**src/design/maze_pkg.sv**
```systemverilog
package maze_pkg;

	// Map geometry
	localparam int unsigned TILE_PX = 5;
	localparam int unsigned MAP_W = 32;
	localparam int unsigned MAP_H = 24;
	localparam int unsigned CELL_COUNT = MAP_W * MAP_H;
	localparam int unsigned COL_W = 5;
	localparam int unsigned ROW_W = 5;
	localparam int unsigned PX_X_W = 8;
	localparam int unsigned PX_Y_W = 7;

	// Tile codes double as the painted colour
	localparam int unsigned COLOUR_W = 6;
	localparam logic [COLOUR_W-1:0] TILE_BLANK = 6'b000000;
	localparam logic [COLOUR_W-1:0] TILE_TRAP = 6'b110000;
	localparam logic [COLOUR_W-1:0] TILE_GOAL = 6'b001100;
	localparam logic [COLOUR_W-1:0] TILE_WALL = 6'b111111;
	localparam logic [COLOUR_W-1:0] TILE_KEY = 6'b111100;
	localparam logic [COLOUR_W-1:0] COLOUR_PLAYER = 6'b000011;

	// One-hot move requests
	localparam int unsigned DIR_W = 4;
	localparam logic [DIR_W-1:0] DIR_UP = 4'b1000;
	localparam logic [DIR_W-1:0] DIR_DOWN = 4'b0100;
	localparam logic [DIR_W-1:0] DIR_LEFT = 4'b0010;
	localparam logic [DIR_W-1:0] DIR_RIGHT = 4'b0001;

	localparam int unsigned LEVEL_COUNT = 2;
	localparam int unsigned LEVEL_W = 1;

	// Controller states
	localparam int unsigned STATE_W = 2;
	localparam logic [STATE_W-1:0] S_LOAD = 2'd0;
	localparam logic [STATE_W-1:0] S_DRAW = 2'd1;
	localparam logic [STATE_W-1:0] S_PLAY = 2'd2;
	localparam logic [STATE_W-1:0] S_KEY = 2'd3;

endpackage
```
**src/design/move_probe.sv**
```systemverilog
module move_probe (
	input logic [maze_pkg::PX_X_W-1:0] player_x,
	input logic [maze_pkg::PX_Y_W-1:0] player_y,
	input logic [maze_pkg::DIR_W-1:0] direction,
	input logic [maze_pkg::COLOUR_W-1:0] probe_tile,
	output logic [maze_pkg::COL_W-1:0] probe_col,
	output logic [maze_pkg::ROW_W-1:0] probe_row,
	output logic hit_wall,
	output logic hit_trap,
	output logic hit_goal,
	output logic hit_key
);
	import maze_pkg::*;

	logic moving;
	logic [PX_X_W:0] target_x;
	logic [PX_Y_W:0] target_y;

	// Pixel just past the player's edge in the requested direction
	always_comb
	begin
		moving = 1'b1;
		target_x = {1'b0, player_x};
		target_y = {1'b0, player_y};
		case (direction)
			DIR_UP: target_y = {1'b0, player_y} - 1'b1;
			DIR_DOWN: target_y = {1'b0, player_y} + (PX_Y_W + 1)'(TILE_PX);
			DIR_LEFT: target_x = {1'b0, player_x} - 1'b1;
			DIR_RIGHT: target_x = {1'b0, player_x} + (PX_X_W + 1)'(TILE_PX);
			default: moving = 1'b0;
		endcase
	end

	assign probe_col = COL_W'(target_x / TILE_PX);
	assign probe_row = ROW_W'(target_y / TILE_PX);

	assign hit_wall = moving && (probe_tile == TILE_WALL);
	assign hit_trap = moving && (probe_tile == TILE_TRAP);
	assign hit_goal = moving && (probe_tile == TILE_GOAL);
	assign hit_key = moving && (probe_tile == TILE_KEY);

endmodule

```
**config.mk**
```make
export PLATFORM = sky130hd
export DESIGN_NAME = move_probe
export DESIGN_NICKNAME = d
export VERILOG_FILES = /design/src/design/maze_pkg.sv /design/src/design/move_probe.sv
export SDC_FILE = /design/constraint.sdc
export NUM_CORES = 1
export LEC_CHECK = 0
export BUFFER_PORTS_ARGS = -buffer_cell sky130_fd_sc_hd__buf_2
export CAP_MARGIN = 20
export CORE_UTILIZATION = 53
export DETAILED_ROUTE_END_ITERATION = 10
export PLACE_DENSITY = 0.73
export SLEW_MARGIN = 10
export SYNTH_ARGS = -nofsm -noshare
export SYNTH_HDL_FRONTEND = slang
export SYNTH_SLANG_ARGS = --single-unit
```
**constraint.sdc**
```tcl
create_clock -name vclk -period 36.9
set_input_delay 11.07 -clock vclk [all_inputs]
set_output_delay 11.07 -clock vclk [all_outputs]
set_load 0.005 [all_outputs]
```
==> results_dict.tcl <==
set metrics [dict create \
    synth.avg_cell_area_um2 6.78 \
    wl_met2_um 4900 \
    num_rows 29 \
    p_leak_nw 1.55 \
    tightest_slew_ns 0.781 \
    wl_met3_um 629 \
    start_util_pct 56.2 \
    ys_types 99 \
    postCtsSetupRepairBufs 0 \
    finalInstanceArea_um2 3860 \
    grt_pass1_vias 3911 \
    outcome "finished, final reports clean" \
    seq_area_frac_synth_pct 0 \
    cp.required_ns 25.83 \
    hold_violations 0 \
    fmax_mhz 33.3 \
    overflow 0 \
    drc 0 \
    die_area_um2 7220 \
    tns_ns 0 \
    synth_fp_nets 585 \
    cpMostUsedCell "ha_1" \
    antenna_found_initial 0 \
    setup_ws_ns 6.88 \
    grt_max_degree 21 \
    grt_usage_pct 28.3 \
    die_h_um 85.0 \
    critPathMaxStageDelay_ns 0.65 \
    holdBufCountCts 0 \
    setup_violations 0 \
    placed_cell_area_um2 3860 \
    routedWlPerCell_um 16.3 \
    p_per_area_nw_per_um2 30.8 \
    hold_end "hit_goal" \
    drt_iter0_drc 276 \
    place_hpwl_um 8260 \
    cp_slowest_cell "mux2i_4" \
    syn2layout_area_growth_pct 5.90 \
    multi_input_area_um2 3440 \
    hold_slack_ns 22.39 \
    fin_crit_ns 30.02 \
    final_cells 638 \
    rsz0062_at_grt "no" \
    pre_cts_ws_ns 6.99 \
    cts_resized 0 \
    fp.dieW_um 85.0 \
    nFillCells 621 \
    nClkBuffers 0 \
    first_pass_iters 5 \
    port_buffers 39 \
    peakVddDrop_mv 0.0193 \
    n_antenna_cell 0 \
    wl_met1_um 4690 \
    hp-start "probe_tile[5]" \
    post-route-util_pct 59.5 \
    dp.cells 638 \
    antenna_left 0 \
    num_io_pins 39 \
    nFlopsAndLatches 0 \
    synth_cells 538 \
    drt_wl_total_um 10400 \
    min_path_type "in -> out" \
    worstPathArrival_ns 18.95 \
    finalNetCount 610 \
    place.gp.congestion 0.934 \
    fin_crit_sh_pct 81.3 \
    via_per_inst 6.78 \
    endpoint_kind "output port" \
    grt_pass1_wl_um 17600 \
    regArea_um2 0 \
    worst-path-max-fanout 18 \
    power.total_mw 0.119 \
    synth_area_um2 3650 \
    maxSlewHeadroom_pct 47.6 \
    yosysWarnings 0 \
    drive_gt1_share_pct 15.3 \
    whs_path_depth 3 \
    start_kind "input port" \
    maxSlewViolCount 0 \
    max_cap_viol_count 0 \
    highest_layer "met4" \
    core_area_um2 6490 \
    routed-via-count 4328 \
    worstSetupPathType "in -> out" \
]
-- power breakdown --
part	switching (mW)	total, mW	internal (mW)
Clock	0	0	0
Sequential	0	0	0
Combinational	0.0704	0.119	0.0487
Total	0.0704	0.119	0.0487
-- Yosys cell counts (4+ instances only) --
library cell	n	area share, %
xnor2_1	18	4.3
o2111ai_1	4	0.96
nor3_1	20	2.7
nand2b_1	10	1.7
a22oi_1	5	1.0
o22ai_1	4	0.69
a211o_1	6	1.4
or3_1	7	1.2
o21ai_1	5	0.69
a21o_1	8	1.6
o211ai_1	10	2.1
inv_1	24	2.5
and2_1	7	1.2
a211oi_1	9	1.9
nand2_1	53	5.5
buf_2	10	1.4
nor4_1	12	2.1
clkbuf_1	5	0.51
nor2b_1	4	0.69
and3_1	7	1.2
o31ai_1	7	1.4
nor3_2	4	1.1
nand4_1	7	1.2
nand3_1	26	3.6
ha_1	20	6.9
mux2i_1	11	3.0
a221oi_1	4	0.96
xor2_1	11	2.6
o21ai_0	27	3.7
nor2_1	55	5.7
a21oi_1	37	5.1
-- cell families (layout without fill, tap and decap cells) --
family / Yosys count / count (layout) / share of synthesized area, %
AND/OR/NAND/NOR: 233 / 233 / 33.6
AO/OA/AOI/OAI: 190 / 190 / 39.8
XOR/XNOR: 30 / 30 / 7.40
adder cells (fa/ha/maj): 22 / 22 / 7.95
buffers and inverters: 47 / 70 / 5.96
multiplexers: 16 / 16 / 5.25
-- layer usage --
layer  vias up  GRT usage [%]
met3        22           1.56
met5         -              0
met4         0           6.01
met2       195           49.1
li1       2128              -
met1      1983           38.6
-- how the worst max path moves through the flow --
| stage | start | to | slack (ns) | depth (start not counted) |
|---|---|---|---|---|
| global route | direction[3] | probe_col[0] | 6.26 | 31 |
| CTS | direction[3] | probe_col[0] | 6.98 | 33 |
| floorplan | direction[3] | probe_col[0] | 8.11 | 35 |
| detailed placement | direction[3] | probe_col[0] | 6.99 | 33 |
| finish | direction[3] | probe_col[0] | 6.88 | 33 |
| global placement | direction[3] | probe_col[0] | 7.37 | 33 |
-- critical path: cells and delay by family --
family,cells,cell delay (ns)
AND/OR/NAND/NOR,9,2.25
multiplexers,2,0.98
AO/OA/AOI/OAI,12,2.45
buffers and inverters,5,0.83
adder cells (fa/ha/maj),4,1.13
XOR/XNOR,1,0.24
-- cell type report --
class              instances  share of cell area [%]
multi-input cells        491                    88.9
repair buffers            43                    5.83
inverters                 27                    2.75
well taps                 77                    2.49
-- cell usage in the layout (no fill, tap or decap), drive strengths merged, types with 4 or more instances in the layout --
cell and n:
nor2 56, nand2 54, buf 43, a21oi 38
o21ai 32, nand3 27, inv 25, nor3 24
ha 20, xnor2 19, mux2i 14, nor4 13
a211oi 12, xor2 11, nand2b 11, o211ai 11
a21o 9, nand4 8, o31ai 8, or3 7
and2 7, and3 7, a211o 6, a22oi 6
o22ai 5, o221ai 5, nor2b 4, a221oi 4
o2111ai 4, o221a 4, a21boi 4
Power figures use the tool's default switching activity.
