**src/design/maze_pkg.sv**
```systemverilog
package maze_pkg;

	// Map geometry
	localparam int unsigned TILE_PX = 5;
	localparam int unsigned MAP_W = 32;
	localparam int unsigned MAP_H = 24;
	localparam int unsigned CELL_COUNT = MAP_W * MAP_H;
	localparam int unsigned COL_W = 5;
	localparam int unsigned ROW_W = 5;
	localparam int unsigned PX_X_W = 8;
	localparam int unsigned PX_Y_W = 7;

	// Tile codes double as the painted colour
	localparam int unsigned COLOUR_W = 6;
	localparam logic [COLOUR_W-1:0] TILE_BLANK = 6'b000000;
	localparam logic [COLOUR_W-1:0] TILE_TRAP = 6'b110000;
	localparam logic [COLOUR_W-1:0] TILE_GOAL = 6'b001100;
	localparam logic [COLOUR_W-1:0] TILE_WALL = 6'b111111;
	localparam logic [COLOUR_W-1:0] TILE_KEY = 6'b111100;
	localparam logic [COLOUR_W-1:0] COLOUR_PLAYER = 6'b000011;

	// One-hot move requests
	localparam int unsigned DIR_W = 4;
	localparam logic [DIR_W-1:0] DIR_UP = 4'b1000;
	localparam logic [DIR_W-1:0] DIR_DOWN = 4'b0100;
	localparam logic [DIR_W-1:0] DIR_LEFT = 4'b0010;
	localparam logic [DIR_W-1:0] DIR_RIGHT = 4'b0001;

	localparam int unsigned LEVEL_COUNT = 2;
	localparam int unsigned LEVEL_W = 1;

	// Controller states
	localparam int unsigned STATE_W = 2;
	localparam logic [STATE_W-1:0] S_LOAD = 2'd0;
	localparam logic [STATE_W-1:0] S_DRAW = 2'd1;
	localparam logic [STATE_W-1:0] S_PLAY = 2'd2;
	localparam logic [STATE_W-1:0] S_KEY = 2'd3;

endpackage
```
**src/design/game_fsm.sv**
```systemverilog
module game_fsm (
	input logic clock,
	input logic reset,
	input logic load_done,
	input logic draw_done,
	input logic hit_wall,
	input logic hit_trap,
	input logic hit_goal,
	input logic hit_key,
	output logic [maze_pkg::LEVEL_W-1:0] level,
	output logic load_start,
	output logic key_take,
	output logic draw_start,
	output logic playing,
	output logic stop,
	output logic player_reset
);
	import maze_pkg::*;

	logic [STATE_W-1:0] state;
	logic entry;
	logic any_hit;
	logic [LEVEL_W-1:0] next_level;

	assign any_hit = hit_wall | hit_trap | hit_goal | hit_key;
	assign next_level = (level == LEVEL_W'(LEVEL_COUNT - 1)) ? '0 : level + 1'b1;

	// Start strobes fire in the first cycle of their state
	assign load_start = (state == S_LOAD) && entry;
	assign draw_start = (state == S_DRAW) && entry;
	assign key_take = (state == S_KEY);
	assign playing = (state == S_PLAY);

	always_ff @(posedge clock)
	begin
		if (reset)
		begin
			state <= S_LOAD;
			entry <= 1'b1;
			level <= '0;
			stop <= 1'b0;
			player_reset <= 1'b1;
		end
		else
		begin
			entry <= 1'b0;
			case (state)
				S_LOAD:
				begin
					if (load_done)
					begin
						state <= S_DRAW;
						entry <= 1'b1;
					end
				end
				S_DRAW:
				begin
					if (draw_done)
					begin
						state <= S_PLAY;
						player_reset <= 1'b0;
					end
				end
				S_PLAY:
				begin
					// Any blocked or eventful move freezes the player
					stop <= any_hit;
					if (hit_trap)
					begin
						state <= S_LOAD;
						entry <= 1'b1;
						player_reset <= 1'b1;
					end
					else if (hit_goal)
					begin
						level <= next_level;
						state <= S_LOAD;
						entry <= 1'b1;
						player_reset <= 1'b1;
					end
					else if (hit_key)
						state <= S_KEY;
				end
				S_KEY:
				begin
					// Map update happens this cycle, then repaint
					state <= S_DRAW;
					entry <= 1'b1;
				end
				default:
				begin
					state <= S_LOAD;
					entry <= 1'b1;
				end
			endcase
		end
	end

	a_no_reset_in_play: assert property (@(posedge clock) disable iff (reset)
		playing |-> !player_reset);

endmodule

```
**config.mk**
```make
export PLATFORM = sky130hd
export DESIGN_NAME = game_fsm
export DESIGN_NICKNAME = d
export VERILOG_FILES = /design/src/design/maze_pkg.sv /design/src/design/game_fsm.sv
export SDC_FILE = /design/constraint.sdc
export NUM_CORES = 1
export LEC_CHECK = 0
export ABC_AREA = 1
export BUFFER_PORTS_ARGS = -buffer_cell sky130_fd_sc_hd__buf_2
export CAP_MARGIN = 40
export CORE_AREA = 2 2 39 41
export CTS_CLUSTER_SIZE = 16
export DETAILED_ROUTE_END_ITERATION = 6
export DIE_AREA = 0 0 41 43
export PLACE_DENSITY = 0.6
export SYNTH_ARGS = -nofsm -noshare
export SYNTH_HDL_FRONTEND = slang
export SYNTH_SLANG_ARGS = --single-unit
```
**constraint.sdc**
```tcl
create_clock -name clock -period 1.7 [get_ports clock]
set_input_delay 0.51 -clock clock [delete_from_list [all_inputs] [get_ports clock]]
set_output_delay 0.51 -clock clock [all_outputs]
set_load 0.02 [all_outputs]
```
==> results.txt, run 1 <==
RR Endpoint: state[1]
Total GRT Usage: 0.09920
Cell taking the most area after synthesis: dfxtp_1
First-pass DRT Iterations: 4
Grt ovf: 0
Latest clock arrival within the worst-skew pair: 0.25 ns
Post-Syn Nets: 70
Fin crit period: 1.617 ns
Worst Skew: 0.001283 ns
Initial antenna violation count: 0
Endpoints failing setup: 0
Slowest-stage cell, CP: dfxtp_2
DIE AREA: 0.001763 mm^2
Outcome: finished clean
Synth warn: 0
DRC: 0
Routed Antenna Nets: 0
Syn avg cell area: 6.429 um^2
CTS Root Cell: clkbuf_4
Wirelength per Cell: 8.659 um
Synth top cells by count: nand2_1 (19), inv_1 (13), dfxtp_1 (6), nor2_1 (6), ha_1 (4)
CP max stage delay: 0.33 ns
Reg2reg path depth: 8
Worst min path class: input port to register
Critical path class: register to primary output
CP Launch Point: state[0]
# fillers: 165
Die X: 41 um
VDD IR max: 598.3 uV
Starting Density: 0.2694
Vias in the first global route: 315
Layout area overhead: 32.89%
Critical path startpoint category: register
GP Congestion: 0.7747
Clock transition at path regs: 0.05 ns
Total core area: 0.001384 mm^2
RSZ-0062 raised after global routing: true
Drt initial violations: 7
CP endpoint kind: primary output
Tightest Pin Transition: 0.1679 ns
Final worst path period share: 0.9512
Post-synth design cell area: 372.9 um^2
Ys flop type: dfxtp_1
Antenna cells: 0
Hold_sp: reset
Worst reg2reg setup slack: 0.48 ns
Final Hold Viols: 0
Setup TNS: 0 ns
Detailed placement HPWL: 611.5 um
Max-Cap Viols: 0
Post-synthesis sequential area ratio: 0.3221
Seq cells post-synth: 6
I/O pins: 15
Cell Pwr Density: 1633 mW/mm^2
CTS Hold Bufs: 0
Layout Nets: 89
Worst slew margin: 0.8869
Critical path cell sequence: inv_1 -> ha_2 -> buf_2
Crit Path Max Fanout: 7
Port bufs: 14
Layout cells sized above 1: 0.3200
H-tree depth: 1
Hold-critical path depth: 2
Count leader, synth: nand2_1
DR vias/cell: 4.286
CTS Buf Count: 3
TritonCTS clock tree: built
Area of the multi-input gates: 211.5 um^2
CP required: 1.19 ns
Rows: 14
Crit path DAT: 1.11 ns
Worst r2r src: state[1]
Final hold slack: 0.4263 ns
Async SR Flop Fraction: 0
Via count: 390
First-pass GRT wire length: 1.138 mm
Area contributors post-synth: dfxtp_1 (32%), nand2_1 (19%), ha_1 (13%)
Power Total: 809.1 uW
CTS max path bufs: 2
Hold Path Sink: level
Post-synth EDFFs: 0
Synth top area share: 0.3221
Fmax achieved: 0.6184 GHz
Die Span Y: 43 um
Gate Count Post-Synth: 58
Distinct cell type count after synthesis: 12
Sink Count: 6
FF/Latch Area: 122.6 um^2
Largest net degree at the start of global routing: 8
Leakage: 0.2981 nW
Final Max Tran Viols: 0
Final WL: 788 um
==> critical path, delay by kind of cell (launching register included) <==
kind                       cells  cell delay, ns
adders and majority gates      1            0.25
buffers and inverters          2            0.28
DFF                            1            0.33
==> area by class of cell <==
cell class	instances	area share
Tap cell	16	0.04040
Sequential cell	6	0.2475
Multi-Input combinational cell	39	0.4268
Inverter	13	0.09848
Timing Repair Buffer	14	0.1414
Clock buffer	3	0.04545
==> placed cells by master, fill, tap and decap left out, drive strengths merged <==
cell / count
nand4: 1
inv: 13
o21ai: 1
nand2: 19
a21oi: 1
o211ai: 1
dfxtp: 6
buf: 14
xor2: 1
clkbuf: 3
nand3: 3
ha: 4
nor2: 8
==> state kept, by name, summed over array words and instances, names as in the netlist <==
name	cells
level	1
player_reset	1
state	2
entry	1
stop	1
==> how the worst max path moves through the flow <==
| stage | end |
|---|---|
| 2_1_floorplan | load_start |
| 3_3_place_gp | load_start |
| 3_5_place_dp | playing |
| 4_1_cts | playing |
| 5_1_grt | load_start |
| 6_report | playing |
==> stage by stage <==
stage	area (um^2)	setup slack, ns	utilization	instances
5_1_grt	495.5	-0.0009250	0.3580	91
4_1_cts	485.5	0.005771	0.3508	91
6_report	495.5	0.08293	0.3580	91
2_1_floorplan	372.9	0.4242	-	58
3_3_place_gp	462.9	0.3047	0.3345	88
3_5_place_dp	462.9	0.2805	0.3345	88
==> cell families after synthesis <==
logic type,Yosys count,share of synthesized area
XOR/XNOR,1,0.02349
buffers and inverters,13,0.1309
adder cells (fa/ha/maj),4,0.1342
AO/OA/AOI/OAI,3,0.04696
AND/OR/NAND/NOR,31,0.3423
flip-flops,6,0.3222
==> report_power, final <==
group          internal [mW]  switching, mW  total (mW)  leakage, nW
Combinational          0.172          0.273       0.445        0.234
Clock                 0.0800         0.0539       0.134       0.0138
Sequential             0.196         0.0341       0.230       0.0502
==> routing by layer <==
metal	global-route usage	routed length, um	vias to the layer above
met5	0	0	-
met2	0.1500	400	9
met3	0.09424	62	0
li1	-	-	206
met1	0.09585	324	175
met4	0.02000	0	0
==> what timing repair did <==
item                                    CTS  global route
buffers inserted                          0             0
endpoints found under the setup margin    0             3
resized for setup                         0             5
hold endpoints to repair                  0             0
(Power assumes the default switching activity.)
==> inputs of run 2 (changes only) <==
==> constraint.sdc (replaced) <==
create_clock -name clock -period 1.7 [get_ports clock]
set_input_delay 0.34 -clock clock [delete_from_list [all_inputs] [get_ports clock]]
set_output_delay 0.34 -clock clock [all_outputs]
set_load 0.02 [all_outputs]
==> results.txt, run 2 (synthesis gave the netlist of run 1 again) <==
Outcome: finished clean
Most common cell after layout, fill and taps aside: nand2_1
Worst Skew: 0.003333 ns
Leakage: 0.3015 nW
Total GRT Usage: 0.09619
Total core area: 0.001384 mm^2
Die Span Y: 43 um
Rows: 14
Detailed placement HPWL: 608.9 um
RSZ-0062 raised after global routing: false
I/O pins: 15
Vias in the first global route: 303
Worst slack, placed: 0.4141 ns
H-tree depth: 1
Fmax achieved: 0.6588 GHz
CTS Hold Bufs: 0
Clock power frac: 0.165
Setup TNS: 0 ns
Sw power: 347.9 uW
Worst slew margin: 0.8458
Die X: 41 um
Tightest Pin Transition: 0.2314 ns
Via count: 372
TritonCTS clock tree: built
Switching share of power: 0.4466
Critical path startpoint category: register
First-pass DRT Iterations: 2
Endpoints failing setup: 0
Grt ovf: 0
Most flop-heavy register: state
Final WL: 728 um
Wirelength per Cell: 8.000 um
Critical path class: register to primary output
Final worst path period share: 0.8929
Worst reg2reg setup slack: 0.41 ns
DIE AREA: 0.001763 mm^2
CTS Root Cell: clkbuf_4
Routed Antenna Nets: 0
CP required: 1.36 ns
# resized after CTS: 0
Flop pwr share: 0.290
Layout area overhead: 30.20%
DRC: 0
Final Hold Viols: 0
Clock transition at path regs: 0.04 ns
DR vias/cell: 4.088
Cell Pwr Density: 1605 mW/mm^2
First-pass GRT wire length: 1.104 mm
Largest net degree at the start of global routing: 8
Latest clock arrival within the worst-skew pair: 0.24 ns
CTS max path bufs: 2
Internal power: 431.1 uW
Layout Nets: 89
Crit Path Max Fanout: 4
CTS Buf Count: 3
VDD IR max: 587.0 uV
Layout cells sized above 1: 0.2533
GP Congestion: 0.7636
Postcts setup bufs: 0
Fin crit period: 1.518 ns
Sink Count: 6
Logic pwr share: 0.546
Max-Cap Viols: 0
Setup ws final: 0.1821 ns
Initial antenna violation count: 0
Port bufs: 14
Final hold slack: 0.2658 ns
CP endpoint kind: primary output
Final Max Tran Viols: 0
Drt initial violations: 8
Worst min path class: input port to register
Crit path DAT: 1.18 ns
Antenna cells: 0
Max FFs per register: 2
Commonest non-fill, non-tap cells in the layout: nand2_1 (19), buf_2 (14), inv_1 (13)
Starting Density: 0.2694
[run 2: cell counts in the layout (fill, tap and decap cells not counted)]
Identical to the previous run, type by type.
[run 2: worst max-delay path, cell delays in order, from the launching register on]
cell,delay [ns]
dfxtp_1,0.38
inv_1,0.08
ha_1,0.23
nand2_1,0.07
inv_1,0.03
buf_2,0.14
[run 2: final timing paths]
check,depth (start not counted),start,endpoint
worst min-delay path,2,reset,level
worst max-delay path,5,state[0],load_start
worst max register to register,8,state[0],state[1]
worst min register to register,2,player_reset,player_reset
[run 2: area by class of cell]
cell class	count	area [um^2]
timing repair buffer	14	70.07
inverter	13	48.80
tap	16	20.02
multi-input combinational	39	203.9
fill	166	898.4
clock buffer	3	22.52
sequential	6	120.1
[run 2: per-layer routing]
layer	part of all wire	GRT usage	up-vias
li1	-	-	206
met1	0.42	0.09904	158
met2	0.49	0.1469	8
met3	0.084	0.07853	0
met4	0	0.02000	0
met5	0	0	-
[run 2: through the flow]
step / utilization / area [um^2] / cells / total power, mW
finish: 0.3508 / 485.5 / 91 / 0.7789
global route: 0.3508 / 485.5 / 91 / 0.8632
CTS: 0.3508 / 485.5 / 91 / 0.7930
detailed placement: 0.3345 / 462.9 / 88 / 0.6582
global placement: 0.3345 / 462.9 / 88 / 0.6517
floorplan: - / 372.9 / 58 / 0.5485
[run 2: power by group through the flow]
stage               Clock, mW  Sequential [mW]  Combinational, mW
global route            0.145            0.232              0.485
detailed placement          0            0.229              0.429
finish                  0.128            0.226              0.425
floorplan                   0            0.246              0.303
CTS                     0.136            0.226              0.431
global placement            0            0.227              0.425
