## config.mk

```make
export PLATFORM = sky130hd
export DESIGN_NAME = tile_painter
export DESIGN_NICKNAME = d
export VERILOG_FILES = /design/src/design/maze_pkg.sv /design/src/design/tile_painter.sv
export SDC_FILE = /design/constraint.sdc
export NUM_CORES = 1
export LEC_CHECK = 0
export ABC_AREA = 1
export BUFFER_PORTS_ARGS = -buffer_cell sky130_fd_sc_hd__buf_4
export CAP_MARGIN = 20
export CORE_UTILIZATION = 45
export DETAILED_ROUTE_END_ITERATION = 12
export PLACE_DENSITY = 0.87
export SYNTH_ARGS = -nofsm -noshare
export SYNTH_HDL_FRONTEND = slang
export SYNTH_SLANG_ARGS = --single-unit
```

## constraint.sdc

```tcl
create_clock -name clock -period 2.43 [get_ports clock]
set_input_delay 0.486 -clock clock [delete_from_list [all_inputs] [get_ports clock]]
set_output_delay 0.486 -clock clock [all_outputs]
set_load 0.1 [all_outputs]
```

## src/design/maze_pkg.sv

```systemverilog
package maze_pkg;

	// Map geometry
	localparam int unsigned TILE_PX = 5;
	localparam int unsigned MAP_W = 32;
	localparam int unsigned MAP_H = 24;
	localparam int unsigned CELL_COUNT = MAP_W * MAP_H;
	localparam int unsigned COL_W = 5;
	localparam int unsigned ROW_W = 5;
	localparam int unsigned PX_X_W = 8;
	localparam int unsigned PX_Y_W = 7;

	// Tile codes double as the painted colour
	localparam int unsigned COLOUR_W = 6;
	localparam logic [COLOUR_W-1:0] TILE_BLANK = 6'b000000;
	localparam logic [COLOUR_W-1:0] TILE_TRAP = 6'b110000;
	localparam logic [COLOUR_W-1:0] TILE_GOAL = 6'b001100;
	localparam logic [COLOUR_W-1:0] TILE_WALL = 6'b111111;
	localparam logic [COLOUR_W-1:0] TILE_KEY = 6'b111100;
	localparam logic [COLOUR_W-1:0] COLOUR_PLAYER = 6'b000011;

	// One-hot move requests
	localparam int unsigned DIR_W = 4;
	localparam logic [DIR_W-1:0] DIR_UP = 4'b1000;
	localparam logic [DIR_W-1:0] DIR_DOWN = 4'b0100;
	localparam logic [DIR_W-1:0] DIR_LEFT = 4'b0010;
	localparam logic [DIR_W-1:0] DIR_RIGHT = 4'b0001;

	localparam int unsigned LEVEL_COUNT = 2;
	localparam int unsigned LEVEL_W = 1;

	// Controller states
	localparam int unsigned STATE_W = 2;
	localparam logic [STATE_W-1:0] S_LOAD = 2'd0;
	localparam logic [STATE_W-1:0] S_DRAW = 2'd1;
	localparam logic [STATE_W-1:0] S_PLAY = 2'd2;
	localparam logic [STATE_W-1:0] S_KEY = 2'd3;

endpackage
```

## src/design/tile_painter.sv

```systemverilog
module tile_painter (
	input logic clock,
	input logic reset,
	input logic pixel_tick,
	input logic draw_start,
	input logic playing,
	input logic [maze_pkg::COLOUR_W-1:0] draw_tile,
	input logic [maze_pkg::PX_X_W-1:0] player_x,
	input logic [maze_pkg::PX_Y_W-1:0] player_y,
	output logic [maze_pkg::COL_W-1:0] draw_col,
	output logic [maze_pkg::ROW_W-1:0] draw_row,
	output logic draw_done,
	output logic [maze_pkg::COLOUR_W-1:0] colour,
	output logic [maze_pkg::PX_X_W-1:0] x_out,
	output logic [maze_pkg::PX_Y_W-1:0] y_out
);
	import maze_pkg::*;

	logic scanning;
	logic last_cell;

	assign last_cell = (draw_col == COL_W'(MAP_W - 1)) && (draw_row == ROW_W'(MAP_H - 1));
	assign draw_done = scanning && pixel_tick && last_cell;

	always_ff @(posedge clock)
	begin
		if (reset)
		begin
			scanning <= 1'b0;
			draw_col <= '0;
			draw_row <= '0;
		end
		else if (draw_start)
		begin
			scanning <= 1'b1;
			draw_col <= '0;
			draw_row <= '0;
		end
		else if (scanning && pixel_tick)
		begin
			if (last_cell)
				scanning <= 1'b0;
			else if (draw_col == COL_W'(MAP_W - 1))
			begin
				draw_col <= '0;
				draw_row <= draw_row + 1'b1;
			end
			else
				draw_col <= draw_col + 1'b1;
		end
	end

	// Player sprite while playing, map tiles otherwise
	assign colour = playing ? COLOUR_PLAYER : draw_tile;
	assign x_out = playing ? player_x : PX_X_W'(draw_col * TILE_PX);
	assign y_out = playing ? player_y : PX_Y_W'(draw_row * TILE_PX);

	a_no_paint_in_play: assert property (@(posedge clock) disable iff (reset)
		playing |-> !draw_done);

endmodule

```

==> results of run 1 <==
==> through the flow <==
stage          total power [uW]  worst slack (ns)
2_1_floorplan               385            -0.160
3_3_place_gp                452             0.195
4_1_cts                     588          0.000769
5_1_grt                     617           -0.0343
6_report                    593            0.0345
3_5_place_dp                456             0.169
==> state kept, by name, indices dropped and copies added, names as in the netlist <==
signal and flops:
draw_col 5, draw_row 5, scanning 1
==> power groups by stage <==
| stage | registers (uW) | clock network (uW) | logic (uW) |
|---|---|---|---|
| final | 177 | 125 | 292 |
| after global routing | 177 | 135 | 305 |
| after CTS | 176 | 127 | 284 |
| after detailed placement | 181 | 0 | 275 |
| after global placement | 180 | 0 | 272 |
| after floorplan | 190 | 0 | 195 |
==> repair_timing <==
item,CTS,global route
resized for setup,12,9
pin swaps,1,4
setup buffers,2,2
setup endpoints to repair,5,7
hold endpoints to repair,0,0
==> layout by cell type (no fill, tap or decap), types with 2 or more instances in the layout <==
cell type / count
nor2_1: 15
ha_1: 7
ha_4: 8
nand2_2: 6
a21oi_1: 7
nor2_4: 2
nand2_1: 45
buf_12: 5
o21ai_1: 7
clkbuf_4: 3
nand3_1: 15
a21oi_2: 3
fa_2: 2
or2_2: 2
nor2_2: 4
dfxtp_4: 10
nand4_1: 3
inv_1: 22
buf_4: 56
o21ai_4: 4
inv_2: 7
nand2_4: 2
==> layer usage <==
| metal | share of wire (%) | track usage (%) |
|---|---|---|
| met1 | 42 | 29.8 |
| met2 | 52 | 47.9 |
| met3 | 4.8 | 3.80 |
| met4 | 1.2 | 9.46 |
| met5 | 0 | 0 |
==> critical path: stages, from the launching register on <==
cell and delay (ns):
dfxtp_4 0.36, ha_4 0.27, ha_4 0.12, inv_2 0.04
fa_2 0.35, xor2_2 0.17, o21ai_4 0.15, buf_12 0.19
==> kinds of logic after synthesis <==
group	count (synthesis)	synth area share (%)
AOI/OAI and AO/OA	22	10.6
xor gates and xnor gates	1	0.779
adders and majority gates	17	20.2
buffers and inverters	33	11.3
DFF	11	19.6
and+or+nand+nor	95	37.5
==> area by class of cell <==
class | instances | area, um^2 | share of cell area, %
Tap cell | 28 | 35.0 | 1.82
Clock buffer | 4 | 26.3 | 1.36
Multi-Input combinational cell | 135 | 966 | 50.1
Timing Repair Buffer | 62 | 532 | 27.6
Inverter | 30 | 113 | 5.84
Sequential cell | 11 | 258 | 13.4
==> worst paths after layout <==
kind	from	to	slack [ns]
min reg2reg	scanning$_SDFFE_PP0P_	scanning$_SDFFE_PP0P_	0.50
min	reset	scanning$_SDFFE_PP0P_	0.38
max	draw_row[1]$_SDFFE_PP0P_	y_out[5]	0.03
max reg2reg	draw_col[0]$_SDFFE_PP0P_	draw_col[0]$_SDFFE_PP0P_	0.78
==> results.cfg, run 1 <==
[finish]
drive_gt1_share_pct = 48.3
stdcell_area_um2 = 1930
diodes = 0
area_growth_pct = 71.5
nNetsFinal = 286
fin_cells = 270
utilization_pct = 84.8
n_fill_cell = 129

[detailed_routing]
totalWireLength_um = 3360
wl_per_cell_um = 12.4
first_pass_iters = 4
ant_nets = 0
first_iter_violations = 18
viasPerCell = 5.09
drc = 0
via_count = 1374

[timing]
tightest_slew_ns = 0.338
hold_slack_ns = 0.380
final.setup.tns_ns = 0
period_needed_ns = 2.40
min_period_over_period_pct = 98.6
rsz0062_at_grt = yes
fmax_mhz = 417
finalHoldViolations = 0
slew_headroom_pct = 77.3
fin_skew_ns = 0.00676
slew_violations = 0
finalSetupViolCount = 0

[power_and_ir_drop]
powerDensity_nw_per_um2 = 307
p_leak_uw = 0.000914
power_frac_comb_pct = 49.2
switching_power_uw = 273
clkPwrFrac_pct = 21.0
swShare_pct = 46.0
peakVddDrop_mv = 0.457
p_seq_share_pct = 29.8
internal-power_uw = 320

[clock_network]
cts_sinks = 11
cts_tree = yes
cts.clk_slew.worst_paths_ns = 0.08
htree_levels = 1
clockRootBuffer = clkbuf_4
clk_path_buf_depth = 2
clock_latency_ns = 0.26
holdBufCountCts = 0
cts_inserted_buffers = 3

[setup_path]
cp.arrival_ns = 1.91
crit_type = flip-flop to primary output
crit_path_max_fanout = 2
r2r_cells = 9
cp-end-kind = primary output
cp-start-kind = flip-flop
worstPathRequired_ns = 1.94

[synth]
synthCells = 179
synth_enable_flop_cells = 0
yosysMostFrequentCell = nand2_1
synth_seq_cells = 11
synth_area_leaders = dfxtp_1, ha_1, nand2_1
ys_seq_area_share_pct = 19.6
yosysTopAreaCellShare_pct = 19.6
synthFlopType = dfxtp_1
synthesis.area_um2 = 1120
synth.distinct_cells = 22
async_flop_share_pct = 0
ys.warnings.count = 0
avgSynthCellArea_um2 = 6.28
yosys-top-cells-count = nand2_1, inv_1, nor2_1, nand3_1, ha_1
yosysTopAreaCell = dfxtp_1
synth_nets = 222

[floorplanning]
ios = 58
row_count = 17
die-area_um2 = 2700
die_w_um = 52.0
die_h_um = 52.0
core_region_area_um2 = 2280
start_util_pct = 49.4

[place]
dpl_cell_area_um2 = 1780
globalplace.congestion = 0.822
post-dp-hpwl_um = 2500
place_inst = 262
port_buffers = 57

[hold_path]
min_path_cells = 2
holdCritPathClass = primary input to flip-flop

[global_route]
grt_pass1_vias = 1224
grt_max_degree = 29
track_usage_pct = 26.0
gr-total-overflow = 0
grt_first_pass_wirelength_um = 5250
antenna_found_initial = 0

[flow_run]
cap_violations = 0

[status]
status = complete, no violations
Power figures use the tool's default switching activity.
==> run 2: changes to the inputs <==
--- a/config.mk
+++ b/config.mk
@@ -5,12 +5,14 @@
 export SDC_FILE = /design/constraint.sdc
 export NUM_CORES = 1
 export LEC_CHECK = 0
-export ABC_AREA = 1
+export ABC_AREA = 0
 export BUFFER_PORTS_ARGS = -buffer_cell sky130_fd_sc_hd__buf_4
 export CAP_MARGIN = 20
-export CORE_UTILIZATION = 45
+export CELL_PAD_IN_SITES_DETAIL_PLACEMENT = 1
+export CELL_PAD_IN_SITES_GLOBAL_PLACEMENT = 1
+export CORE_UTILIZATION = 31
 export DETAILED_ROUTE_END_ITERATION = 12
-export PLACE_DENSITY = 0.87
+export PLACE_DENSITY = 0.86
 export SYNTH_ARGS = -nofsm -noshare
 export SYNTH_HDL_FRONTEND = slang
 export SYNTH_SLANG_ARGS = --single-unit
==> constraint.sdc (replaced) <==
create_clock -name clock -period 2.4 [get_ports clock]
set_input_delay 0.48 -clock clock [delete_from_list [all_inputs] [get_ports clock]]
set_output_delay 0.48 -clock clock [all_outputs]
set_load 0.1 [all_outputs]
==> run 2 against run 1 <==
The flow now finishes with violations (setup timing); synthesized cell count is 27% lower; global-route usage down 3.5 points; clock skew fell by 0.0048 ns; core utilization decreased by 23 points; count of clock-buffer cells in the layout is 1 lower; die area increased by 38%; critical endpoint is now x_out[7]; highest routed layer unchanged.
==> results.cfg, run 2 <==
[place]
globalplace.congestion = 0.854
place_inst = 237
port_buffers = 57
post-dp-hpwl_um = 3020

[setup_path]
crit_top_cell = ha_4
r2r_start = draw_col[1]$_SDFFE_PP0P_
cp_cell_sequence = ha_4 -> ha_4 -> inv_2 -> fa_2 -> nor2b_2 -> o21ai_2 -> o21ai_4 -> buf_12
r2r_cells = 7
cp-end-kind = primary output
cp_num_cells = 8
regToRegSetupSlack_ns = 0.35
cp-start-kind = flip-flop
crit_family = adder cells
worstPathRequired_ns = 1.92
cp.arrival_ns = 1.98
slowest_stage = dfxtp_4
r2r-end = draw_col[3]$_SDFFE_PP0P_
critical_path_buf_inv_count = 2
slowest_delay_ns = 0.36
crit_path_max_fanout = 2
crit_type = flip-flop to primary output

[floorplanning]
row_count = 21
ios = 58
core_region_area_um2 = 3340
die_w_um = 61.2
start_util_pct = 32.5
die_h_um = 61.2
die-area_um2 = 3740

[synth]
muxShareOfSynthArea_pct = 12.1
synth_adder_area_share_pct = 21.0
yosys-top-cells-count = ha_1, nand2_1, o21ai_0, dfxtp_1, inv_1
ys.warnings.count = 0
synth-compound-area-share_pct = 14.9
synth.distinct_cells = 33
synth_top_family_by_area = simple AND/OR/NAND/NOR gates
synth_area_leaders = dfxtp_1, ha_1, mux2_2
async_flop_share_pct = 0
synthCells = 130
synth-xor-area-share_pct = 1.61
yosysTopAreaCellShare_pct = 20.3
synth_seq_cells = 11
yosys.area_share.simple_pct = 25.0
synthFlopType = dfxtp_1
yosysTopAreaCell = dfxtp_1
synth_enable_flop_cells = 0
synth_nets = 173
ys_seq_area_share_pct = 20.3
yosysMostFrequentCell = ha_1
synthesis.area_um2 = 1080
avgSynthCellArea_um2 = 8.34

[detailed_routing]
first_iter_violations = 46
wl_per_cell_um = 16.8
via_count = 1273
totalWireLength_um = 4110
drc = 0
viasPerCell = 5.20
first_pass_iters = 4
ant_nets = 0

[power_and_ir_drop]
peakVddDrop_mv = 0.246
p_leak_uw = 0.000846
powerDensity_nw_per_um2 = 285

[finish]
final_common_cell = buf_4
mostFrequentLayoutCells = buf_4, nand2_1, ha_4, dfxtp_4, mux2_2
drive_gt1_share_pct = 66.3
reg_top3 = draw_col (5), draw_row (5), scanning (1)
area_growth_pct = 90.5
nNetsFinal = 243
utilization_pct = 61.9
diodes = 0
fin_cells = 245

[flow_run]
cap_violations = 0

[timing]
final.setup.tns_ns = -0.141
slew_violations = 0
slew_headroom_pct = 72.6
timing.final.ws_setup_ns = -0.0580
finalSetupViolCount = 4
finalHoldViolations = 0
period_needed_ns = 2.46
hold_slack_ns = 0.364
tightest_slew_ns = 0.411
rsz0062_at_grt = yes
fmax_mhz = 407
fin_skew_ns = 0.00201
min_period_over_period_pct = 102

[hold_path]
hold-path-endpoint = scanning$_SDFFE_PP0P_
holdCritPathClass = primary input to flip-flop
min_path_cells = 2
worstHoldStart = reset

[global_route]
grt_pass1_vias = 1317
antenna_found_initial = 0
grt_first_pass_wirelength_um = 6180
grt_max_degree = 20
track_usage_pct = 22.5
gr-total-overflow = 0

[clock_network]
clk_path_buf_depth = 2
cts_inserted_buffers = 3
cts.clk_slew.worst_paths_ns = 0.08
clock_latency_ns = 0.27
cts_sinks = 11
htree_levels = 1
cts_tree = yes
clockRootBuffer = clkbuf_4
holdBufCountCts = 0

[status]
status = complete, but fails checks
violations = setup timing
## run 2: power by group
group          switching (uW)  internal [uW]
logic                     193           89.4
registers                3.09            173
clock network            69.0           61.8
## run 2: layout make-up
| class | count | area [um^2] |
|---|---|---|
| clock inverters | 1 | 5.00 |
| clock buffers | 3 | 22.5 |
| repair buffers | 69 | 622 |
| flip-flops and latches | 11 | 258 |
| fillers | 364 | 1270 |
| well taps | 46 | 57.6 |
| multi-input cells | 105 | 1060 |
| inverters | 10 | 37.5 |
## run 2: cells by family (layout without fill, tap and decap cells)
group | Yosys count | after routing
AOI/OAI and AO/OA | 28 | 28
xor gates and xnor gates | 2 | 2
adders and majority gates | 17 | 17
buffers and inverters | 14 | 83
DFF | 11 | 11
muxes | 12 | 12
and+or+nand+nor | 46 | 46
## run 2: how the worst max path moves through the flow
stage               slack (ns)                      from       end
floorplan                -0.35  draw_row[2]$_SDFFE_PP0P_  y_out[6]
global placement          0.08  draw_col[2]$_SDFFE_PP0P_  x_out[6]
detailed placement       0.007  draw_col[2]$_SDFFE_PP0P_  x_out[7]
CTS                      -0.13  draw_col[1]$_SDFFE_PP0P_  x_out[7]
global route             -0.13  draw_row[2]$_SDFFE_PP0P_  y_out[6]
finish                   -0.06  draw_col[3]$_SDFFE_PP0P_  x_out[7]
## run 2: metrics by stage
stage / total power, uW / instance area (um^2) / worst slack, ns
global route: 614 / 2070 / -0.128
global placement: 439 / 1840 / 0.0796
CTS: 596 / 2030 / -0.127
detailed placement: 444 / 1840 / 0.00688
floorplan: 374 / 1310 / -0.354
finish: 590 / 2070 / -0.0580
## run 2: worst reg2reg max path, stage by stage (launching register included)
cell and delay, ns:
dfxtp_4 0.36, buf_4 0.15, ha_1 0.21, and3_1 0.20, ha_1 0.22, buf_4 0.17
or4_1 0.50, a31oi_1 0.17
## run 2: layer usage
| layer | part of all wire, % | global-route usage (%) | routed length [um] | vias up |
|---|---|---|---|---|
| met3 | 4.1 | 2.10 | 169 | 8 |
| met5 | 0 | 0 | 0 | - |
| met2 | 56 | 44.7 | 2320 | 49 |
| li1 | - | - | - | 611 |
| met4 | 1.6 | 7.14 | 67 | 0 |
| met1 | 38 | 24.6 | 1550 | 605 |
## run 2: what timing repair did
action                                  4_1_cts  5_1_grt
pin swaps                                    12        5
endpoints found under the setup margin        8        8
resized for setup                            32        6
setup buffers                                 3        1
==> run 3: changes to the inputs <==
--- a/config.mk
+++ b/config.mk
@@ -8,11 +8,9 @@
 export ABC_AREA = 0
 export BUFFER_PORTS_ARGS = -buffer_cell sky130_fd_sc_hd__buf_4
 export CAP_MARGIN = 20
-export CELL_PAD_IN_SITES_DETAIL_PLACEMENT = 1
-export CELL_PAD_IN_SITES_GLOBAL_PLACEMENT = 1
-export CORE_UTILIZATION = 31
+export CORE_UTILIZATION = 45
 export DETAILED_ROUTE_END_ITERATION = 12
-export PLACE_DENSITY = 0.86
+export PLACE_DENSITY = 0.87
 export SYNTH_ARGS = -nofsm -noshare
 export SYNTH_HDL_FRONTEND = slang
 export SYNTH_SLANG_ARGS = --single-unit
==> run 3 against run 2 <==
The run still ends with setup timing left; critical endpoint is now y_out[6]; combinational power up 3%; register-to-register slack better by 0.05 ns; via count up 7.6%; sequential power about the same.
==> results.cfg, run 3 (synthesis results as in run 2) <==
[floorplanning]
die-area_um2 = 2610
ios = 58
start_util_pct = 48.6
die_h_um = 51.1
row_count = 17
die_w_um = 51.1
core_region_area_um2 = 2230

[clock_network]
cts_tree = yes
cts_sinks = 11
htree_levels = 1
clk_path_buf_depth = 2
clockRootBuffer = clkbuf_4
cts_inserted_buffers = 3
clock_latency_ns = 0.29
cts.clk_slew.worst_paths_ns = 0.08

[finish]
diodes = 0
regArea_um2 = 258
area_growth_pct = 87.4
drive_gt1_share_pct = 64.1
nNetsFinal = 242
final_common_cell = buf_4
mostFrequentLayoutCells = buf_4, nand2_1, ha_4, dfxtp_4
multiInputGateArea_um2 = 1070
reg_top3 = draw_col (5), draw_row (5), scanning (1)
fin_cells = 226
n_fill_cell = 88

[power_and_ir_drop]
powerDensity_nw_per_um2 = 299
p_seq_share_pct = 29.0
swShare_pct = 46.0
p_leak_uw = 0.000838
clkPwrFrac_pct = 23.3
power_frac_comb_pct = 47.7
switching_power_uw = 280
peakVddDrop_mv = 0.402
internal-power_uw = 329

[setup_path]
r2r_start = draw_col[1]$_SDFFE_PP0P_
cp_cell_sequence = ha_4 -> ha_4 -> a21o_1 -> a2111oi_4 -> nand3b_1 -> buf_12
slowest_stage = dfxtp_4
cp-start-kind = flip-flop
crit_top_cell = ha_4
regToRegSetupSlack_ns = 0.40
worstPathRequired_ns = 1.92
crit_type = flip-flop to primary output
crit_path_max_fanout = 3
cp.arrival_ns = 2.04
cp-startpoint = draw_row[2]$_SDFFE_PP0P_
slowest_delay_ns = 0.37
cp-end-kind = primary output

[detailed_routing]
drc = 0
via_count = 1370
ant_nets = 0
totalWireLength_um = 4730
wl_per_cell_um = 20.9
viasPerCell = 6.06
first_iter_violations = 49
first_pass_iters = 4

[flow_run]
cap_violations = 0

[global_route]
gr-total-overflow = 0
grt_max_degree = 16
antenna_found_initial = 0
grt_first_pass_wirelength_um = 5960
grt_pass1_vias = 1290
track_usage_pct = 30.2

[place]
place_inst = 218
post-dp-hpwl_um = 2470
port_buffers = 57
globalplace.congestion = 0.854

[timing]
hold_slack_ns = 0.347
slew_headroom_pct = 66.1
finalHoldViolations = 0
rsz0062_at_grt = yes
timing.final.ws_setup_ns = -0.117
tightest_slew_ns = 0.509
fmax_mhz = 397
period_needed_ns = 2.52
min_period_over_period_pct = 105
fin_skew_ns = 0.00167
slew_violations = 0
finalSetupViolCount = 6

[hold_path]
holdCritPathClass = primary input to flip-flop
worstHoldStart = reset

[status]
violations = setup timing
status = complete, but fails checks
-- run 3: timing repair --
action                     in CTS  in global routing
gates resized for setup        24                 12
pin swaps                       6                  5
setup endpoints to repair       8                  8
cloned                          0                  0
buffers inserted                3                  1
hold buffers                    0                  0
-- run 3: final timing paths --
| kind | cells past startpoint | endpoint |
|---|---|---|
| worst max-delay path | 6 | y_out[6] |
| worst min-delay path | 2 | scanning$_SDFFE_PP0P_ |
| worst max register to register | 6 | draw_col[3]$_SDFFE_PP0P_ |
| worst min register to register | 2 | draw_row[0]$_SDFFE_PP0P_ |
-- run 3: cell type report --
class,instances,area share [%]
multi-input cells,105,52.7
repair buffers,68,29.8
flip-flops and latches,11,12.7
inverters,10,1.85
well taps,28,1.72
clock buffers,4,1.29
-- run 3: stage by stage --
stage | utilization [%] | area [um^2] | TNS [ns] | setup slack, ns | total power (uW)
after floorplan | - | 1310 | -1.13 | -0.354 | 374
after global placement | 80.8 | 1810 | 0 | 0.0860 | 439
after detailed placement | 80.8 | 1810 | 0 | 0.0758 | 443
after CTS | 87.9 | 1960 | -0.223 | -0.0769 | 585
after global routing | 91.0 | 2030 | -0.691 | -0.149 | 619
final | 91.0 | 2030 | -0.458 | -0.117 | 609
-- run 3: critical path: cells and delay by family (launching register included) --
family                     cells  cell delay, ns
DFF                            1            0.37
buffers and inverters          1            0.19
adders and majority gates      2            0.47
and+or+nand+nor                1            0.21
AOI/OAI and AO/OA              2            0.49
-- run 3: routing by layer --
layer  GRT usage [%]  wire (um)
met1            32.7       1610
met2            59.0       2430
met3            5.36        433
met4            7.87        262
met5               0          0
-- run 3: power by group through the flow --
| stage | logic, uW | registers, uW | clock network (uW) |
|---|---|---|---|
| after floorplan | 189 | 184 | 0 |
| after global placement | 259 | 181 | 0 |
| after detailed placement | 262 | 181 | 0 |
| after CTS | 279 | 176 | 130 |
| after global routing | 298 | 177 | 144 |
| final | 291 | 176 | 142 |
